File: src/logic/armCtrl_cfg.svh
`ifndef ARM_CTRL_CFG_SVH
`define ARM_CTRL_CFG_SVH

// ==============================
// Instruction fetch side
// ==============================

// One ARM instruction word per cycle
`define ARM_INSTR_WIDTH 32

// ==============================
// Pipeline shape
// ==============================

// Stages after decode (execute, memory, writeback)
`define ARM_NUM_STAGES 3

// NZCV register
`define ARM_FLAG_WIDTH 4

`endif

File: src/logic/armIsaPkg.sv
package armIsaPkg;

  // ==============================
  // Condition field, bits 31:28
  // ==============================
  typedef enum logic [3:0] {
    condEq = 4'b0000,  // Z set
    condNe = 4'b0001,  // Z clear
    condCs = 4'b0010,  // C set
    condCc = 4'b0011,  // C clear
    condMi = 4'b0100,  // N set
    condPl = 4'b0101,  // N clear
    condVs = 4'b0110,  // V set
    condVc = 4'b0111,  // V clear
    condHi = 4'b1000,  // Unsigned higher
    condLs = 4'b1001,  // Unsigned lower or same
    condGe = 4'b1010,  // Signed >=
    condLt = 4'b1011,  // Signed <
    condGt = 4'b1100,  // Signed >
    condLe = 4'b1101,  // Signed <=
    condAl = 4'b1110,  // Always
    condNv = 4'b1111   // Never
  } condCode_t;

  // Decoder classification
  typedef enum logic [2:0] {
    dataImm        = 3'd0,
    dataReg        = 3'd1,
    loadStore      = 3'd2,
    branch         = 3'd3,
    branchExchange = 3'd4,
    undefined      = 3'd7
  } instrClass_t;

  // Data processing opcode, bits 24:21
  typedef enum logic [3:0] {
    aluAnd, aluEor, aluSub, aluRsb,
    aluAdd, aluAdc, aluSbc, aluRsc,
    aluTst, aluTeq, aluCmp, aluCmn,  // Flags only, no result
    aluOrr, aluMov, aluBic, aluMvn
  } aluOp_t;

  // Bit positions inside NZCV
  localparam int flagN = 3;
  localparam int flagZ = 2;
  localparam int flagC = 1;
  localparam int flagV = 0;

endpackage

File: src/logic/armCtrlPkg.sv
package armCtrlPkg;

  // ==============================
  // Decoded control word
  // ==============================

  // Carried unchanged from decode to commit
  typedef struct packed {
    armIsaPkg::condCode_t cond;        // Checked at commit
    armIsaPkg::aluOp_t    aluControl;  // Opcode for the ALU
    logic                 aluSrc;      // Immediate operand B
    logic                 regWrite;    // Writes rd
    logic                 memWrite;    // STR
    logic                 memToReg;    // LDR result from memory
    logic                 byteAccess;  // LDRB / STRB
    logic                 branch;      // B or BX
    logic                 pcSrc;       // New PC from this instruction
    logic                 flagWrite;   // S bit
    logic [3:0]           rd;          // Destination register
    logic                 undef;       // Unsupported encoding
  } ctrlWord_t;

  // ==============================
  // Stage payload
  // ==============================

  // Every stage register carries the full control word
  typedef ctrlWord_t stagePayload_t;

endpackage

File: src/logic/instrDecoder.sv
`timescale 1ns/1ns
`include "armCtrl_cfg.svh"

module instrDecoder (
  input  logic [`ARM_INSTR_WIDTH-1:0] instr,
  input  logic                        instrValid,
  output armCtrlPkg::ctrlWord_t       ctrl,
  output logic                        ctrlValid
);

  armIsaPkg::instrClass_t instrClass;
  logic [5:0]             controls;
  logic                   aluSrc, regWrite, memWrite, memToReg, branch, aluOp;
  logic                   isLoadStore, isBranch;
  logic [3:0]             rd;

  // ==============================
  // Classification
  // ==============================
  always_comb begin
    case (instr[27:26])
      2'b00: begin
        if (instr[25])
          instrClass = armIsaPkg::dataImm;
        else if (instr[27:4] == 24'h12_FFF1)  // BX Rm
          instrClass = armIsaPkg::branchExchange;
        else if (instr[7] & instr[4])  // Multiply and halfword space
          instrClass = armIsaPkg::undefined;
        else if (instr[24:23] == 2'b10 & ~instr[20])  // MRS/MSR space
          instrClass = armIsaPkg::undefined;
        else
          instrClass = armIsaPkg::dataReg;
      end
      2'b01: begin
        // Register offset with bit 4 set is the media space
        if (instr[25] & instr[4]) instrClass = armIsaPkg::undefined;
        else                      instrClass = armIsaPkg::loadStore;
      end
      2'b10: begin
        // B only, no link and no LDM/STM
        if (instr[25] & ~instr[24]) instrClass = armIsaPkg::branch;
        else                        instrClass = armIsaPkg::undefined;
      end
      default: instrClass = armIsaPkg::undefined;  // Coprocessor and SWI
    endcase
  end

  // ==============================
  // Control table
  // ==============================

  // {aluSrc, regWrite, memWrite, memToReg, branch, aluOp}
  always_comb begin
    case (instrClass)
      armIsaPkg::dataImm:        controls = 6'b110001;  // Imm operand
      armIsaPkg::dataReg:        controls = 6'b010001;  // Reg operand
      armIsaPkg::loadStore: begin
        if (instr[20]) controls = {~instr[25], 5'b10100};  // LDR
        else           controls = {~instr[25], 5'b01000};  // STR
      end
      armIsaPkg::branch:         controls = 6'b100010;  // Imm24 offset
      armIsaPkg::branchExchange: controls = 6'b000010;  // Target in Rm
      default:                   controls = 6'b000000;  // No writes
    endcase
  end

  assign {aluSrc, regWrite, memWrite, memToReg, branch, aluOp} = controls;

  assign isLoadStore = (instrClass == armIsaPkg::loadStore);
  assign isBranch    = branch;

  // Branches target the PC
  assign rd = isBranch ? 4'd15 : instr[15:12];

  always_comb begin
    ctrl            = '0;
    ctrl.cond       = armIsaPkg::condCode_t'(instr[31:28]);
    ctrl.aluSrc     = aluSrc;
    ctrl.regWrite   = regWrite;
    ctrl.memWrite   = memWrite;
    ctrl.memToReg   = memToReg;
    ctrl.branch     = branch;
    ctrl.rd         = rd;
    ctrl.undef      = (instrClass == armIsaPkg::undefined);

    if (aluOp) begin  // Data processing
      ctrl.aluControl = armIsaPkg::aluOp_t'(instr[24:21]);
      ctrl.flagWrite  = instr[20];  // S bit
    end else if (isLoadStore) begin
      // U bit picks offset direction
      ctrl.aluControl = instr[23] ? armIsaPkg::aluAdd : armIsaPkg::aluSub;
      ctrl.flagWrite  = 1'b0;
    end else begin
      ctrl.aluControl = armIsaPkg::aluAdd;  // Branch target add
      ctrl.flagWrite  = 1'b0;
    end

    ctrl.byteAccess = isLoadStore & instr[22];  // B bit
    ctrl.pcSrc      = (regWrite & (rd == 4'd15)) | branch;  // Write to r15 or branch
  end

  assign ctrlValid = instrValid;

endmodule

File: src/logic/pipeStage.sv
`timescale 1ns/1ns

module pipeStage #(
  parameter type payloadType = armCtrlPkg::stagePayload_t
) (
  input  logic       clk,
  input  logic       reset,
  input  logic       stall,
  input  logic       flush,
  input  payloadType payloadIn,
  input  logic       validIn,
  output payloadType payloadOut,
  output logic       validOut,
  output logic       pending
);

  // ==============================
  // Valid bit
  // ==============================
  always_ff @(posedge clk) begin
    if (reset) begin
      validOut <= 1'b0;
    end else if (!stall) begin
      validOut <= validIn & ~flush;  // Flush loads a bubble
    end
  end

  // Payload follows the valid bit enable
  always_ff @(posedge clk) begin
    if (!stall) begin
      payloadOut <= payloadIn;
    end
  end

  // Live instruction here will redirect the PC
  assign pending = validOut & payloadOut.pcSrc;

endmodule

File: src/logic/condCommit.sv
`timescale 1ns/1ns
`include "armCtrl_cfg.svh"

module condCommit (
  input  logic                       clk,
  input  logic                       reset,
  input  logic                       stall,
  input  armCtrlPkg::ctrlWord_t      ctrl,
  input  logic                       ctrlValid,
  input  logic [`ARM_FLAG_WIDTH-1:0] aluFlags,
  output logic                       regWrite,
  output logic                       memWrite,
  output logic                       memToReg,
  output logic                       byteAccess,
  output logic                       pcWrite,
  output logic [3:0]                 rd,
  output logic                       undefInstr,
  output logic                       commitValid,
  output logic [`ARM_FLAG_WIDTH-1:0] flags
);

  logic n, z, c, v;
  logic condPass;
  logic commitEn;
  logic testOp;

  assign n = flags[armIsaPkg::flagN];
  assign z = flags[armIsaPkg::flagZ];
  assign c = flags[armIsaPkg::flagC];
  assign v = flags[armIsaPkg::flagV];

  // ==============================
  // Condition check
  // ==============================
  always_comb begin
    case (ctrl.cond)
      armIsaPkg::condEq: condPass = z;
      armIsaPkg::condNe: condPass = ~z;
      armIsaPkg::condCs: condPass = c;
      armIsaPkg::condCc: condPass = ~c;
      armIsaPkg::condMi: condPass = n;
      armIsaPkg::condPl: condPass = ~n;
      armIsaPkg::condVs: condPass = v;
      armIsaPkg::condVc: condPass = ~v;
      armIsaPkg::condHi: condPass = c & ~z;
      armIsaPkg::condLs: condPass = ~c | z;
      armIsaPkg::condGe: condPass = (n == v);
      armIsaPkg::condLt: condPass = (n != v);
      armIsaPkg::condGt: condPass = ~z & (n == v);
      armIsaPkg::condLe: condPass = z | (n != v);
      armIsaPkg::condAl: condPass = 1'b1;
      default:           condPass = 1'b0;  // NV never executes
    endcase
  end

  assign commitEn = ctrlValid & condPass;

  // TST/TEQ/CMP/CMN only touch the flags
  assign testOp = ctrl.aluControl inside {armIsaPkg::aluTst, armIsaPkg::aluTeq,
                                          armIsaPkg::aluCmp, armIsaPkg::aluCmn};

  // ==============================
  // Gated commit outputs
  // ==============================
  assign regWrite    = commitEn & ctrl.regWrite & ~testOp;
  assign memWrite    = commitEn & ctrl.memWrite;
  assign pcWrite     = commitEn & ctrl.pcSrc & ~testOp;  // pcSrc covers B and BX
  assign undefInstr  = commitEn & ctrl.undef;
  assign memToReg    = ctrl.memToReg;    // Meaningful with commitValid
  assign byteAccess  = ctrl.byteAccess;
  assign rd          = ctrl.rd;
  assign commitValid = ctrlValid;

  // NZCV register, updated in program order
  always_ff @(posedge clk) begin
    if (reset) begin
      flags <= '0;
    end else if (commitEn & ctrl.flagWrite & ~stall) begin
      flags <= aluFlags;  // Datapath flags for this instruction
    end
  end

endmodule

File: src/logic/armControlTop.sv
`timescale 1ns/1ns
`include "armCtrl_cfg.svh"

module armControlTop (
  input  logic                        clk,
  input  logic                        reset,
  input  logic [`ARM_INSTR_WIDTH-1:0] instr,
  input  logic                        instrValid,
  input  logic                        stall,
  input  logic                        flush,
  input  logic [`ARM_FLAG_WIDTH-1:0]  aluFlags,
  output logic                        regWrite,
  output logic                        memWrite,
  output logic                        memToReg,
  output logic                        byteAccess,
  output logic                        pcWrite,
  output logic [3:0]                  rd,
  output logic                        undefInstr,
  output logic                        commitValid,
  output logic [`ARM_FLAG_WIDTH-1:0]  flags,
  output logic                        pcWritePending
);

  // Index 0 is the decoder output, last index feeds commit
  armCtrlPkg::stagePayload_t stagePayload [`ARM_NUM_STAGES+1];
  logic [`ARM_NUM_STAGES:0]   stageValid;
  logic [`ARM_NUM_STAGES-1:0] stagePending;

  // ==============================
  // Decode
  // ==============================
  instrDecoder decoder0 (
    .instr     (instr),
    .instrValid(instrValid),
    .ctrl      (stagePayload[0]),
    .ctrlValid (stageValid[0])
  );

  // ==============================
  // Stage chain
  // ==============================
  for (genvar i = 0; i < `ARM_NUM_STAGES; i++) begin : gStage
    pipeStage #(
      .payloadType(armCtrlPkg::stagePayload_t)
    ) stage (
      .clk       (clk),
      .reset     (reset),
      .stall     (stall),         // Holds the whole chain
      .flush     (flush),         // Bubbles every stage
      .payloadIn (stagePayload[i]),
      .validIn   (stageValid[i]),
      .payloadOut(stagePayload[i+1]),
      .validOut  (stageValid[i+1]),
      .pending   (stagePending[i])
    );
  end

  // Any in-flight PC write
  assign pcWritePending = |stagePending;

  condCommit commit0 (
    .clk        (clk),
    .reset      (reset),
    .stall      (stall),
    .ctrl       (stagePayload[`ARM_NUM_STAGES]),
    .ctrlValid  (stageValid[`ARM_NUM_STAGES]),
    .aluFlags   (aluFlags),
    .regWrite   (regWrite),
    .memWrite   (memWrite),
    .memToReg   (memToReg),
    .byteAccess (byteAccess),
    .pcWrite    (pcWrite),
    .rd         (rd),
    .undefInstr (undefInstr),
    .commitValid(commitValid),
    .flags      (flags)
  );

endmodule

File: config.mk
export PLATFORM = sky130hd
export DESIGN_NAME = armControlTop
export DESIGN_NICKNAME = d
export VERILOG_FILES = /design/src/logic/armIsaPkg.sv /design/src/logic/armCtrlPkg.sv /design/src/logic/instrDecoder.sv /design/src/logic/pipeStage.sv /design/src/logic/condCommit.sv /design/src/logic/armControlTop.sv
export VERILOG_INCLUDE_DIRS = /design/src /design/src/logic
export SDC_FILE = /design/constraint.sdc
export NUM_CORES = 1
export LEC_CHECK = 0
export BUFFER_PORTS_ARGS = -buffer_cell sky130_fd_sc_hd__buf_4
export CAP_MARGIN = 20
export CORE_ASPECT_RATIO = 0.6
export CORE_MARGIN = 1.5
export CORE_UTILIZATION = 45
export CTS_CLUSTER_SIZE = 20
export DETAILED_ROUTE_END_ITERATION = 8
export GPL_ROUTABILITY_DRIVEN = 0
export PLACE_DENSITY = 0.69
export SYNTH_ARGS = -nofsm -noshare
export SYNTH_HDL_FRONTEND = slang
export SYNTH_HIERARCHICAL = 1
export SYNTH_SLANG_ARGS = --single-unit
File: constraint.sdc
create_clock -name clk -period 2.6 [get_ports clk]
set_input_delay 0.52 -clock clk [delete_from_list [all_inputs] [get_ports clk]]
set_output_delay 0.52 -clock clk [all_outputs]
set_load 0.05 [all_outputs]
Word level (Yosys, flattened, before mapping)
Cells that the tools add are included.

Bits in registers: 64. Output and inout port bits: 16.

Bitwise gates (word level): 35. Equal/unequal tests: 30. Reductions and logical operators: 5. Mux-type cells: 14.

Operators by type and width (number): $eq A4 B4 Y1 const B (12); $pmux W5 S5 (1); $eq A24 B21 Y1 const B (1); $and A1 B1 Y1 (23); $mux W3 (7); $eq A4 B3 Y1 const B (4); $pmux W1 S15 (1); $mux W4 (3); $not A1 Y1 (9); $pmux W3 S3 (1); $eq A4 B2 Y1 const B (2); $eq A3 B2 Y1 const B (2); $eq A3 B3 Y1 const B (2); $mux W5 (1); $eq A2 B2 Y1 const B (2); $eq A4 B1 Y1 const B (1); $logic_not A4 Y1 (1); $reduce_bool A4 Y1 (1); $eq A3 B1 Y1 const B (1); $logic_not A3 Y1 (1); $or A1 B1 Y1 (3); $reduce_or A3 Y1 (1); $eq A2 B1 Y1 const B (1); $logic_not A2 Y1 (1); other kinds (2) (2).

Logic depth before layout (Yosys ltp)
Gate-level depths: netlist of run 1.

Depth after elaboration: 13. Depth in mapped cells: 8. Mapped depth without buffers: 7.

Modules after synthesis
Netlist of run 1, hierarchy kept.

By module, submodules not included: pipeStage (area each 678.2 µm², cells an instance 27, instances 3); condCommit (area each 519.2 µm², cells an instance 60, instances 1); instrDecoder (area each 430.4 µm², cells an instance 63, instances 1); armControlTop (area each 6.3 µm², cells an instance 1, instances 1).

Least setup slack after synthesis of run 1
Ideal clock, no wire load.

Path kind: register -> output. Start: reg commit0.flags[3]. End: out pcWrite. Stages on the path, launching flop included: 6. Arrival time: 1.917 ns. Buffers on the path: 0. Slack: 0.163 ns. Path through: dfxtp_1 xor2_1 o31ai_2 o221ai_1 a41oi_4 and3_2.

Longest elaborated chain between the ends: 6. Elaborated cells on any way between the ends: 9. Those cells by class: 2 x eq/ne; 1 x mux; 6 x bitwise.

RTL lines: start, declared (RTL line condCommit.sv:19) `` output logic [`ARM_FLAG_WIDTH-1:0] flags ``; start signal, assigned (RTL line condCommit.sv:79) `flags <= aluFlags;`; $ne A1 B1 Y1 or $eq A1 B1 Y1 (tied branches); $or A1 B1 Y1 or $and A1 B1 Y1 (tied branches) (RTL line condCommit.sv:50, condCommit.sv:49); $pmux W1 S15 * (RTL line condCommit.sv:36) `case (ctrl.cond)`; $and A1 B1 Y1 * (RTL line condCommit.sv:56) `assign commitEn = ctrlValid & condPass;`; $and A1 B1 Y1 * (2 in a row) (RTL line condCommit.sv:67) `assign pcWrite = commitEn & ctrl.pcSrc & ~testOp;`; end, declared (RTL line armControlTop.sv:16) `output logic pcWrite,`.

Every way passes the cells marked *; elsewhere a longest branch is shown, timed or not.

Final worst setup path of run 1
Start: reg gStage[2].stage/payloadOut[19] in the netlist's numbering. End: out regWrite.

Longest elaborated chain between the ends: 5. Elaborated cells on any way between the ends: 19. Those cells by class: 14 x eq/ne; 1 x mux; 3 x bitwise; 1 x reduce/logical.

RTL lines: start, declared (RTL line pipeStage.sv:12) `output payloadType payloadOut,`; start signal, assigned (RTL line pipeStage.sv:31) `payloadOut <= payloadIn;`; $eq A4 B4 Y1 (tied with other cells) (RTL line condCommit.sv:36); $pmux W1 S15 * (RTL line condCommit.sv:36); $and A1 B1 Y1 * (RTL line condCommit.sv:56); $and A1 B1 Y1 * (2 in a row) (RTL line condCommit.sv:65) `assign regWrite = commitEn & ctrl.regWrite & ~testOp;`; end, declared (RTL line armControlTop.sv:12) `output logic regWrite,`.

Marks and branches as above.

==> results.txt, run 1 <==
----------------------------------------------------
[Run]
  Maximum Capacitance Violations ... 0

[Die]
  Width of the chip ... roughly 100 um
  Starting utilization of the core area ... 46.43%
  Die Footprint ... 0.006226 mm2
  Area of the core ... between 0.005 and 0.006 mm2
  Top-level port count ... 57
  Number of placement rows ... 21
  DIE HEIGHT ... ~60 um

[GRT]
  Largest net degree at the start of global routing ... 18
  Layer with the highest usage ... met2
  Met2 track utilization from global routing ... 21.72%
  GRT Residual Overflow ... 0
  Met1 usage in global routing ... between 20% and 30%
  Number of antenna violations at the first check in global routing ... 0
  Total Routing Usage GR ... 15.38%
  GR Layer Usage met3 ... between 6 and 7%
  Global-route wire length before repair ... between 6 and 7 mm
  Via count of the first global-routing pass ... approximately 1.4k

[Route]
  Vias post-DR ... approximately 1.6k
  Number of nets with antenna violations after detailed routing ... 0
  Drt first-iter violations ... slightly above 50
  Number of remaining DRC errors ... 0
  Detail-routed via count per cell ... 4.907
  Avg WL per Cell ... 13.49 um
  Detailed-router iteration count before antenna repair ... 5
  Final Routed Wirelength ... 4.356 mm

[Power]
  Clock network fraction of design power ... a little under two fifths
  Fraction of power consumed by sequential logic ... 54.0%
  Reported leakage power ... 0.001288 uW
  Internal power ... around 1600 uW
  Psw ... roughly 460 uW
  Gate power share ... a little under a tenth
  Peak supply drop ... ~0.29 mV
  Switching portion of total power ... between 20 and 25%
  Pwr Density ... around 630 mW/mm2

[Worst setup path]
  Crit path max fanout ... 8
  Crit path largest cell delay ... ~0.5 ns
  Worst Path Class, Setup ... reg -> out
  Ordered list of cells on the worst path ... o41ai_1 > o221ai_2 > a41oi_4 > and3_2 > buf_6
  Worst Setup End Kind ... output port
  Cell at the slowest stage of the critical path ... edfxtp_1
  Arrival time at the worst endpoint ... between 2 and 2.5 ns
  Required time of the critical path ... between 2 and 2.5 ns
  Startpoint class of the critical path ... register

[Timing]
  Count of final max-slew check failures ... 0
  Number of failing hold endpoints at the final stage ... 0
  Max Clock Skew ... 0.004368 ns
  Final setup vio count ... 4
  Tightest slew margin relative to the limit ... about 55%
  Worst Max-Slew Pin Slew ... slightly below 0.7 ns
  Setup slack of the critical path after layout ... -0.08262 ns
  Setup_tns ... -0.2769 ns
  Clock period minus worst slack ... around 2.7 ns
  Maximum operating frequency ... roughly 0.37 GHz
  Final cycle utilization of the critical path ... 103.2%
  Unrepaired setup endpoints after global routing ... yes

[Run status]
  Violated checks ... setup timing
  Result of the run ... finished with violations

[Placed design]
  Post-detailed-placement half-perimeter wirelength ... around 3 mm
  PortBufs ... between 50 and 60

[Synthesis]
  Synthesized cell area ... approximately 0.0026 mm2
  Synthesized netlist net count ... between 200 and 250
  Average cell area after synthesis ... ~14 um2
  Synthesis warning total ... 6
  Synthesized instance count ... 184

[Layout]
  Share of final-layout standard cells stronger than drive strength 1 ... around two fifths
  Area growth syn-to-layout ... 26.12%
  Number of antenna repair diodes ... 0
  Number of filler cells placed in the layout ... between 400 and 500
  Layout Nets ... approximately 280
  Utilization after layout ... about three fifths

[Clock tree]
  Hold buffer count at CTS ... 0
  Master cell of the clock root buffer ... clkbuf_8
  CTS tree ... yes
  Clock insertion delay at the later pin of the skew report ... ~0.32 ns
  # H-tree levels ... 3
  Number of clock sinks ... a little under 60
  Reg clk slew, reported paths ... 0.06 ns
  Maximum number of buffers from clock root to sink ... 2
  Number of buffers created by CTS ... 9

[Hold path]
  Worst min-delay path category ... in -> reg

----------------------------------------------------
==> power groups by stage <==
| stage | clock [uW] | sequential, uW | combinational (uW) |
|---|---|---|---|
| final | 758 | 1120 | 194 |
| after global routing | 823 | 1120 | 212 |
| after CTS | 783 | 1120 | 190 |
| after detailed placement | 0 | 1140 | 178 |
| after global placement | 0 | 1130 | 175 |
| after floorplan | 0 | 1120 | 123 |
==> flip-flops by register name, indices dropped and copies added, names as in the netlist <==
signal and cells:
commit0/flags 4, gStage.stage/payloadOut 51, gStage.stage/validOut 3
==> critical path, delay by kind of cell, from the launching register on <==
| family | cells | cell delay (ns) |
|---|---|---|
| AO/OA/AOI/OAI | 3 | 0.97 |
| buffers and inverters | 1 | 0.15 |
| flip-flops | 1 | 0.50 |
| AND/OR/NAND/NOR | 1 | 0.22 |
==> layout make-up <==
| type | instances | area (um2) | share of cell area, % |
|---|---|---|---|
| Timing Repair Buffer | 59 | 469.2 | 14.38 |
| Sequential cell | 58 | 1672 | 51.25 |
| Multi-Input combinational cell | 101 | 803.3 | 24.63 |
| Inverter | 9 | 33.78 | 1.036 |
| Tap cell | 80 | 100.1 | 3.069 |
| Clock inverter | 7 | 60.06 | 1.841 |
| Clock buffer | 9 | 123.9 | 3.797 |
==> timing repair <==
| item | CTS | global route |
|---|---|---|
| setup endpoints to repair | 4 | 4 |
| setup buffers | 4 | 3 |
| gates resized for setup | 15 | 5 |
| endpoints found under the hold margin | 0 | 0 |
| pin swaps | 2 | 2 |
==> path summary, 6_finish.rpt <==
path / startpoint / end / slack (ns) / depth (start not counted)
max reg2reg: gStage[2].stage/payloadOut[19] / commit0/flags[1] / 0.61 / 6
min: instr[28] / gStage[0].stage/payloadOut[17] / 0.37 / 1
min reg2reg: gStage[1].stage/payloadOut[2] / gStage[2].stage/payloadOut[2] / 0.42 / 0
max: gStage[2].stage/payloadOut[19] / regWrite / -0.08 / 5
==> routing by layer <==
| metal | up-vias | wire [um] |
|---|---|---|
| met5 | - | 0 |
| met4 | 0 | 40 |
| met3 | 6 | 188 |
| met2 | 32 | 1925 |
| met1 | 753 | 2202 |
| li1 | 794 | - |
==> stage by stage <==
step,hold WS (ns),cell area [um2],std cells,total power (uW),worst slack (ns)
after detailed placement,0.4045,2960,300,1315,0.1596
after floorplan,0.4003,2586,184,1247,0.1634
final,0.3688,3262,323,2069,-0.08262
after global routing,0.3459,3262,323,2159,-0.2332
after CTS,0.3505,3232,320,2090,-0.1039
after global placement,0.4010,2960,300,1309,0.2119
==> placed cells by master, fill, tap and decap left out, types with 2 or more instances in the layout <==
cell type,n
nor3_1,2
clkbuf_8,9
inv_1,9
buf_6,3
nand3b_1,5
ha_1,4
a21oi_1,5
clkinv_2,3
or3_1,2
and2_1,6
and3_1,2
nand4_1,3
buf_4,54
dfxtp_1,7
buf_8,2
nor2b_1,2
a31oi_1,2
or3b_1,5
mux2i_1,5
edfxtp_1,51
a21boi_1,3
nand3_1,2
nand2b_1,12
clkinv_1,2
nor2_1,3
nand4b_1,3
nand2_1,7
No activity file was read; power rests on OpenSTA's default activity.
==> inputs of run 2 (changes only) <==
--- a/config.mk
+++ b/config.mk
@@ -10,11 +10,11 @@
 export CAP_MARGIN = 20
 export CORE_ASPECT_RATIO = 0.6
 export CORE_MARGIN = 1.5
-export CORE_UTILIZATION = 45
+export CORE_UTILIZATION = 40
 export CTS_CLUSTER_SIZE = 20
 export DETAILED_ROUTE_END_ITERATION = 8
 export GPL_ROUTABILITY_DRIVEN = 0
-export PLACE_DENSITY = 0.69
+export PLACE_DENSITY = 0.63
 export SYNTH_ARGS = -nofsm -noshare
 export SYNTH_HDL_FRONTEND = slang
 export SYNTH_HIERARCHICAL = 1
==> run 2 against run 1 <==
  * Global-route usage decreased by 1.2 points
  * Largest cell class unchanged
  * Clock skew increased by 0.0022 ns
  * Flip-flop and latch count unchanged
  * Maximum frequency shrank 2.1%
  * Highest routed layer unchanged
  * Worst setup slack lost 0.057 ns
  * The run still ends with setup timing left
  * Via count down 0.38%
  * Final cell count grew 3.1%
==> results.txt, run 2 (same netlist as run 1, synthesis figures left out) <==
----------------------------------------------------
[Route]
  Avg WL per Cell ... 13.60 um (+0.85%)
  Final Routed Wirelength ... 4.529 mm (+4.0%)
  Detailed-router iteration count before antenna repair ... 7 (+2)
  Drt first-iter violations ... 97 (+90%)
  Number of nets with antenna violations after detailed routing ... 0 (unchanged)
  Detail-routed via count per cell ... 4.742 (-3.4%)
  Number of remaining DRC errors ... 0 (unchanged)
  Vias post-DR ... 1,579 (-0.38%)

[Hold path]
  Worst min-delay path category ... in -> reg
  Cell depth of the worst hold path ... 1 (unchanged)

[Worst setup path]
  Startpoint class of the critical path ... register
  Worst Path Class, Setup ... reg -> out
  Arrival time at the worst endpoint ... 2.22 ns (+0.06 ns)
  Depth of the most critical reg-to-reg path ... 9 (+3)
  Crit path max fanout ... 5 (-3)
  Worst Setup End Kind ... output port
  Required time of the critical path ... 2.08 ns (about the same)

[Layout]
  Most common cell after layout, fill and taps aside ... buf_4
  Share of final-layout standard cells stronger than drive strength 1 ... 37.75% (-0.52 points)
  Number of non-filler instances in the completed layout ... 333 (+3.1%)
  Area growth syn-to-layout ... 26.51%
  Max reg flops ... 51 (unchanged)
  Highest-count cells in the layout ignoring fill and taps ... 60 x buf_4, 51 x edfxtp_1, 12 x nand2b_1
  Registers with the most flip-flops ... gStage.stage/payloadOut: 51 flops, commit0/flags: 4 flops, gStage.stage/validOut: 3 flops
  Register with the highest flop count ... gStage.stage/payloadOut
  Number of antenna repair diodes ... 0 (unchanged)
  Number of filler cells placed in the layout ... 537 (+13%)
  Register area ... 0.001672 mm2 (unchanged)
  Area occupied by multi-input gates ... 787.0 um2 (-2.0%)
  Layout Nets ... 289 (+2.1%)

[Timing]
  Unrepaired setup endpoints after global routing ... yes
  Max Clock Skew ... 0.006535 ns (+0.002167 ns)
  Tightest slew margin relative to the limit ... 53.96% (-1.1 points)
  Maximum operating frequency ... 0.3650 GHz (-2.1%)
  Setup slack of the critical path after layout ... -0.1400 ns (-0.05739 ns)
  Number of failing hold endpoints at the final stage ... 0 (unchanged)
  Post-Route Hold Slack ... 0.3636 ns (-0.005171 ns)
  Final setup vio count ... 4 (unchanged)
  Worst Max-Slew Pin Slew ... 0.6898 ns (+0.01604 ns)
  Clock period minus worst slack ... 2.740 ns (+0.05739 ns)
  Count of final max-slew check failures ... 0 (unchanged)
  Final cycle utilization of the critical path ... 105.4% (+2.2 points)

[Run status]
  Violated checks ... setup timing
  Result of the run ... finished with violations

[Clock tree]
  # H-tree levels ... 3 (unchanged)
  Reg clk slew, reported paths ... 0.07 ns (about the same)
  Maximum number of buffers from clock root to sink ... 2 (unchanged)
  Number of clock sinks ... 58 (unchanged)
  Clock insertion delay at the later pin of the skew report ... 0.33 ns (about the same)
  CTS tree ... yes
  Master cell of the clock root buffer ... clkbuf_8
  Hold buffer count at CTS ... 0 (unchanged)
  Number of buffers created by CTS ... 9 (unchanged)

[GRT]
  Largest net degree at the start of global routing ... 18 (unchanged)
  Via count of the first global-routing pass ... 1,516 (+6.0%)
  Number of antenna violations at the first check in global routing ... 0 (unchanged)
  Total Routing Usage GR ... 14.20% (-1.2 points)
  Global-route wire length before repair ... 7.238 mm (+5.5%)
  GRT Residual Overflow ... 0 (unchanged)

[Die]
  Top-level port count ... 57 (unchanged)
  Die Footprint ... 0.006973 mm2 (+12%)
  Starting utilization of the core area ... 41.94% (-4.5 points)
  Number of placement rows ... 22 (+4.8%)
  Area of the core ... 0.006166 mm2 (+11%)
  DIE HEIGHT ... 65.29 um (+5.8%)
  Width of the chip ... 106.8 um (+5.9%)

[Power]
  Reported leakage power ... 0.001295 uW (+0.56%)
  Total power consumption of the routed design ... 1987 uW (-4.0%)
  Peak supply drop ... 0.2474 mV (-14%)
  Pwr Density ... 607.2 mW/mm2 (-4.3%)

[Placed design]
  Total instance count after detailed placement ... 305 (+1.7%)
  Post-Place Setup Slack ... 0.1750 ns (+0.01539 ns)
  Post-detailed-placement half-perimeter wirelength ... 3.037 mm (+2.9%)
  PortBufs ... 52 (unchanged)

[Run]
  Maximum Capacitance Violations ... 0 (unchanged)

----------------------------------------------------
## run 2: cell count changes in the layout (fill, tap and decap cells not counted), sizes merged
cell,before,now
bufinv,1,0
buf,59,65
clkinvlp,1,2
## run 2: repair_timing
item / CTS / global route
pin swaps: 2 / 5
setup endpoints to repair: 4 / 4
setup buffers: 8 / 4
resized for setup: 9 / 5
## run 2: where the power goes
part,total [uW],switching (uW),internal (uW)
logic,203,109,93.5
registers,1110,20.3,1090
clock network,671,340,331
## run 2: layout make-up
cell class	count	share of cell area, %
clock buffers	9	3.786
clock inverters	7	1.109
flip-flops and latches	58	51.09
inverters	9	1.033
well taps	84	3.212
repair buffers	65	15.72
multi-input cells	101	24.05
## run 2: worst max-delay path, stage by stage (launching register included)
cell	delay, ns
edfxtp_1	0.45
buf_6	0.16
or3b_1	0.37
a21oi_2	0.16
o21ai_2	0.08
a41oi_4	0.30
and3_4	0.24
buf_8	0.14
## run 2: path summary, 6_finish.rpt
check | start | to | slack, ns
min | instr[28] | gStage[0].stage/payloadOut[17] | 0.36
min reg2reg | gStage[1].stage/payloadOut[19] | gStage[2].stage/payloadOut[19] | 0.41
max | gStage[2].stage/payloadOut[20] | regWrite | -0.14
max reg2reg | gStage[2].stage/payloadOut[20] | commit0/flags[2] | 0.47
## run 2: through the flow
step | utilization (%) | setup TNS [ns] | instance area [um2]
finish | 53.06 | -0.4916 | 3272
global route | 53.06 | -0.9875 | 3272
CTS | 52.27 | -0.3809 | 3223
detailed placement | 48.21 | 0 | 2973
global placement | 48.21 | 0 | 2973
floorplan | - | 0 | 2586
## run 2: routing by layer
metal	GRT usage [%]	wire, um
met1	17.89	2138
met2	21.71	2083
met3	6.052	260
met4	5.667	47
met5	0	0
